==> config.mk <==
export PLATFORM = sky130hd
export DESIGN_NAME = scalar_broadcast
export DESIGN_NICKNAME = d
export VERILOG_FILES = /design/src/rtl/svm_pkg.sv /design/src/rtl/scalar_broadcast.sv
export SDC_FILE = /design/constraint.sdc
export NUM_CORES = 1
export LEC_CHECK = 0
export BUFFER_PORTS_ARGS = -buffer_cell sky130_fd_sc_hd__buf_2
export CAP_MARGIN = 20
export CORE_MARGIN = 5
export CORE_UTILIZATION = 24
export CTS_CLUSTER_DIAMETER = 120
export DETAILED_ROUTE_END_ITERATION = 6
export PLACE_DENSITY = 0.47
export SLEW_MARGIN = 0
export SYNTH_ARGS = -nofsm -noshare
export SYNTH_HDL_FRONTEND = slang
export SYNTH_SLANG_ARGS = --single-unit
==> constraint.sdc <==
create_clock -name clk -period 1.03 [get_ports clk]
set_input_delay 0.2575 -clock clk [delete_from_list [all_inputs] [get_ports clk]]
set_output_delay 0.2575 -clock clk [all_outputs]
set_load 0.01 [all_outputs]
==> src/rtl/svm_pkg.sv <==
/* Shared types and fixed-point constants for the scalar-by-vector multiplier.
   Imported by every RTL module and by the verification components. */

`default_nettype none

package svm_pkg;

    // width of one Q8.8 operand and of the full signed product.
    localparam int Q88_W  = 16;
    localparam int PROD_W = 2 * Q88_W;

    // a Q8.8 value has 8 fraction bits, so the product of two carries 16.
    localparam int FRAC_BITS = 8;

    // operand register, product register and output register in each lane.
    localparam int MULT_LATENCY = 3;

    // signed Q8.8 value, used for the scalar and for every vector element.
    typedef logic signed [Q88_W-1:0] q88_t;

    // signed full-width product with 2*FRAC_BITS fraction bits.
    typedef logic signed [PROD_W-1:0] prod_t;

    // one copy of the registered scalar, sent to one group of lanes.
    typedef struct packed {
        logic valid;
        q88_t data;
    } scalar_bcast_t;

endpackage

`default_nettype wire

==> src/rtl/scalar_broadcast.sv <==
/* Registers the scalar strobe and data into one independent copy per lane group,
   so that each copy only drives GROUP_SIZE multipliers. */

`default_nettype none

module scalar_broadcast #(
    parameter int LANES      = 64,
    parameter int GROUP_SIZE = 8
) (
    input  logic                                                  clk,
    input  logic                                                  rst,
    input  logic                                                  sig_v,
    input  svm_pkg::q88_t                                         sig_data,
    output svm_pkg::scalar_bcast_t [LANES/GROUP_SIZE-1:0]         bcast
);

    import svm_pkg::*;

    localparam int GROUPS = LANES / GROUP_SIZE;

    // every group gets its own flops; the keep attribute stops synthesis
    // from merging the identical copies back into a single high-fanout register.
    for (genvar g = 0; g < GROUPS; g++) begin : g_copy
        (* keep = "true" *) logic valid_q;
        (* keep = "true" *) q88_t data_q;

        always_ff @(posedge clk) begin
            if (!rst) begin
                valid_q <= 1'b0;
            end else begin
                valid_q <= sig_v;
            end
        end

        // the data only needs to change when a new scalar arrives.
        always_ff @(posedge clk) begin
            if (sig_v) begin
                data_q <= sig_data;
            end
        end

        assign bcast[g].valid = valid_q;
        assign bcast[g].data  = data_q;
    end

endmodule

`default_nettype wire

==> reports/metrics.cfg <==
[sta]
fin_ws_ns=-0.190
relSlewSlack_pct=82.5
max_freq_ghz=0.819
worstMarginPinSlew_ns=0.262
setup_violations=136
maxSlewViolCount=0
fin_crit_sh_pct=118
rsz0062_at_grt=yes
hold_violations=0
min_period_ns=1.22
fin_setup_tns_ns=-16.74

[setup_path]
critPathMaxStageDelay_ns=0.51
critPathBufInv=1
cp_cell_sequence=buf_2
cp-startpoint=g_copy[2].data_q[5]
path_depth=1
crit_end=bcast[5]
start_kind=register
crit_path_max_fanout=8
slowest_stage=edfxtp_1
critPathTopFamily=flip-flops
worst_ep_required_time_ns=0.77
path_class=reg -> out
critPathCaptureType=primary output
crit_arrival_ns=0.96

[layout]
diodes=0
fin_nets=198
fin_cells=255
fill_cells=662
syn_to_final_growth_pct=-0.983
final_area_um2=1510
drive_above_1_share_pct=89.9

[pwr]
leakage_uw=0.000833
ir_drop_mv=0.614
power_uw=2120
power_density_nw_per_um2=1400

[cts]
clock_sinks=17
cts-htree-levels=1
cts.path.max_buffers=2
cts_root_buffer=clkbuf_8
cts_setup_buffers=0
numCtsBuffers=3
tritoncts=built
clkTransAtPathRegs_ns=0.07

[global_route]
antenna_found_initial=0
grt_first_pass_wirelength_um=4330
globalRouteOverflowTotal=0
track_usage_pct=6.52
grt_pass1_vias=780
grt_max_degree=10

[floorplanning]
ios=155
fp-row-count=29
die_y_um=89.8
initial_core_util_pct=24.3
dieArea_um2=8060
chipWidth_um=89.8
core_um2=6280

[yosys]
syn_avg_cell_area_um2=9.92
postSynthCellCount=154
synth_area_um2=1530
ys_warn_count=0
syn-num-nets=173

[placed_design]
dp_slack_ns=0.0836
gp_congestion=0.629
numPortBuffers=154
placed_cell_area_um2=1400
hpwl_um=2320
place_inst=251

[routing]
via_per_inst=3.19
drtAntennaViolNets=0
dr.first_iter.drc_count=19
vias=813
drcViolationCount=0
firstDrtPassIters=2
wl_per_cell_um=11.2
drt_wl_total_um=2850

[status]
violations=negative setup slack
status=finished, violations left

[min_path]
hold_path_class=in -> reg

[flow_run]
maxCapViolCount=0

[per-stage QoR]
step / hold WS, ns / util [%]
2_1_floorplan: 0.356 / -
3_3_place_gp: 0.434 / 22.3
3_5_place_dp: 0.436 / 22.3
4_1_cts: 0.160 / 23.9
5_1_grt: 0.153 / 24.1
6_report: 0.174 / 24.1
[layout make-up]
type,count,area (um2),area share (%)
clock buffers,4,45.0,2.98
flip-flops and latches,17,504,33.3
repair buffers,156,861,56.9
well taps,77,96.3,6.37
multi-input cells,1,6.26,0.414
[report_power, final]
part / internal [uW] / switching, uW
Sequential: 817 / 83.1
Clock: 275 / 249
Combinational: 318 / 374
[flip-flops by register name (all words and copies together), names as in the netlist]
register	flops
g_copy.data_q	16
g_copy.valid_q	1
[routing by layer]
| layer | GRT usage, % | wire length [um] |
|---|---|---|
| met5 | 0 | 0 |
| met2 | 11.2 | 1460 |
| met1 | 6.42 | 930 |
| met3 | 4.67 | 441 |
| met4 | 1.13 | 17 |
[layout by cell type (no fill, tap or decap)]
cell,instances
clkbuf_8,3
and2_1,1
buf_12,1
buf_6,10
dfxtp_4,1
edfxtp_1,16
buf_2,144
clkbuf_1,1
buf_4,1
[what timing repair did]
| action | in CTS | in global routing |
|---|---|---|
| hold endpoints to repair | 0 | 0 |
| hold buffers | 0 | 0 |
| gates resized for setup | 10 | 2 |
| endpoints found under the setup margin | 136 | 136 |
[worst min path at each step]
stage	from	to	slack, ns	cells past startpoint
final	sig_data[5]	g_copy[2].data_q[5]	0.17	1
after global routing	sig_data[8]	g_copy[2].data_q[8]	0.15	1
after CTS	sig_data[12]	g_copy[2].data_q[12]	0.16	1
after detailed placement	sig_data[5]	g_copy[2].data_q[5]	0.44	1
after global placement	sig_data[11]	g_copy[2].data_q[11]	0.43	1
after floorplan	sig_data[0]	g_copy[2].data_q[0]	0.36	0
No activity file was read; power rests on OpenSTA's default activity.
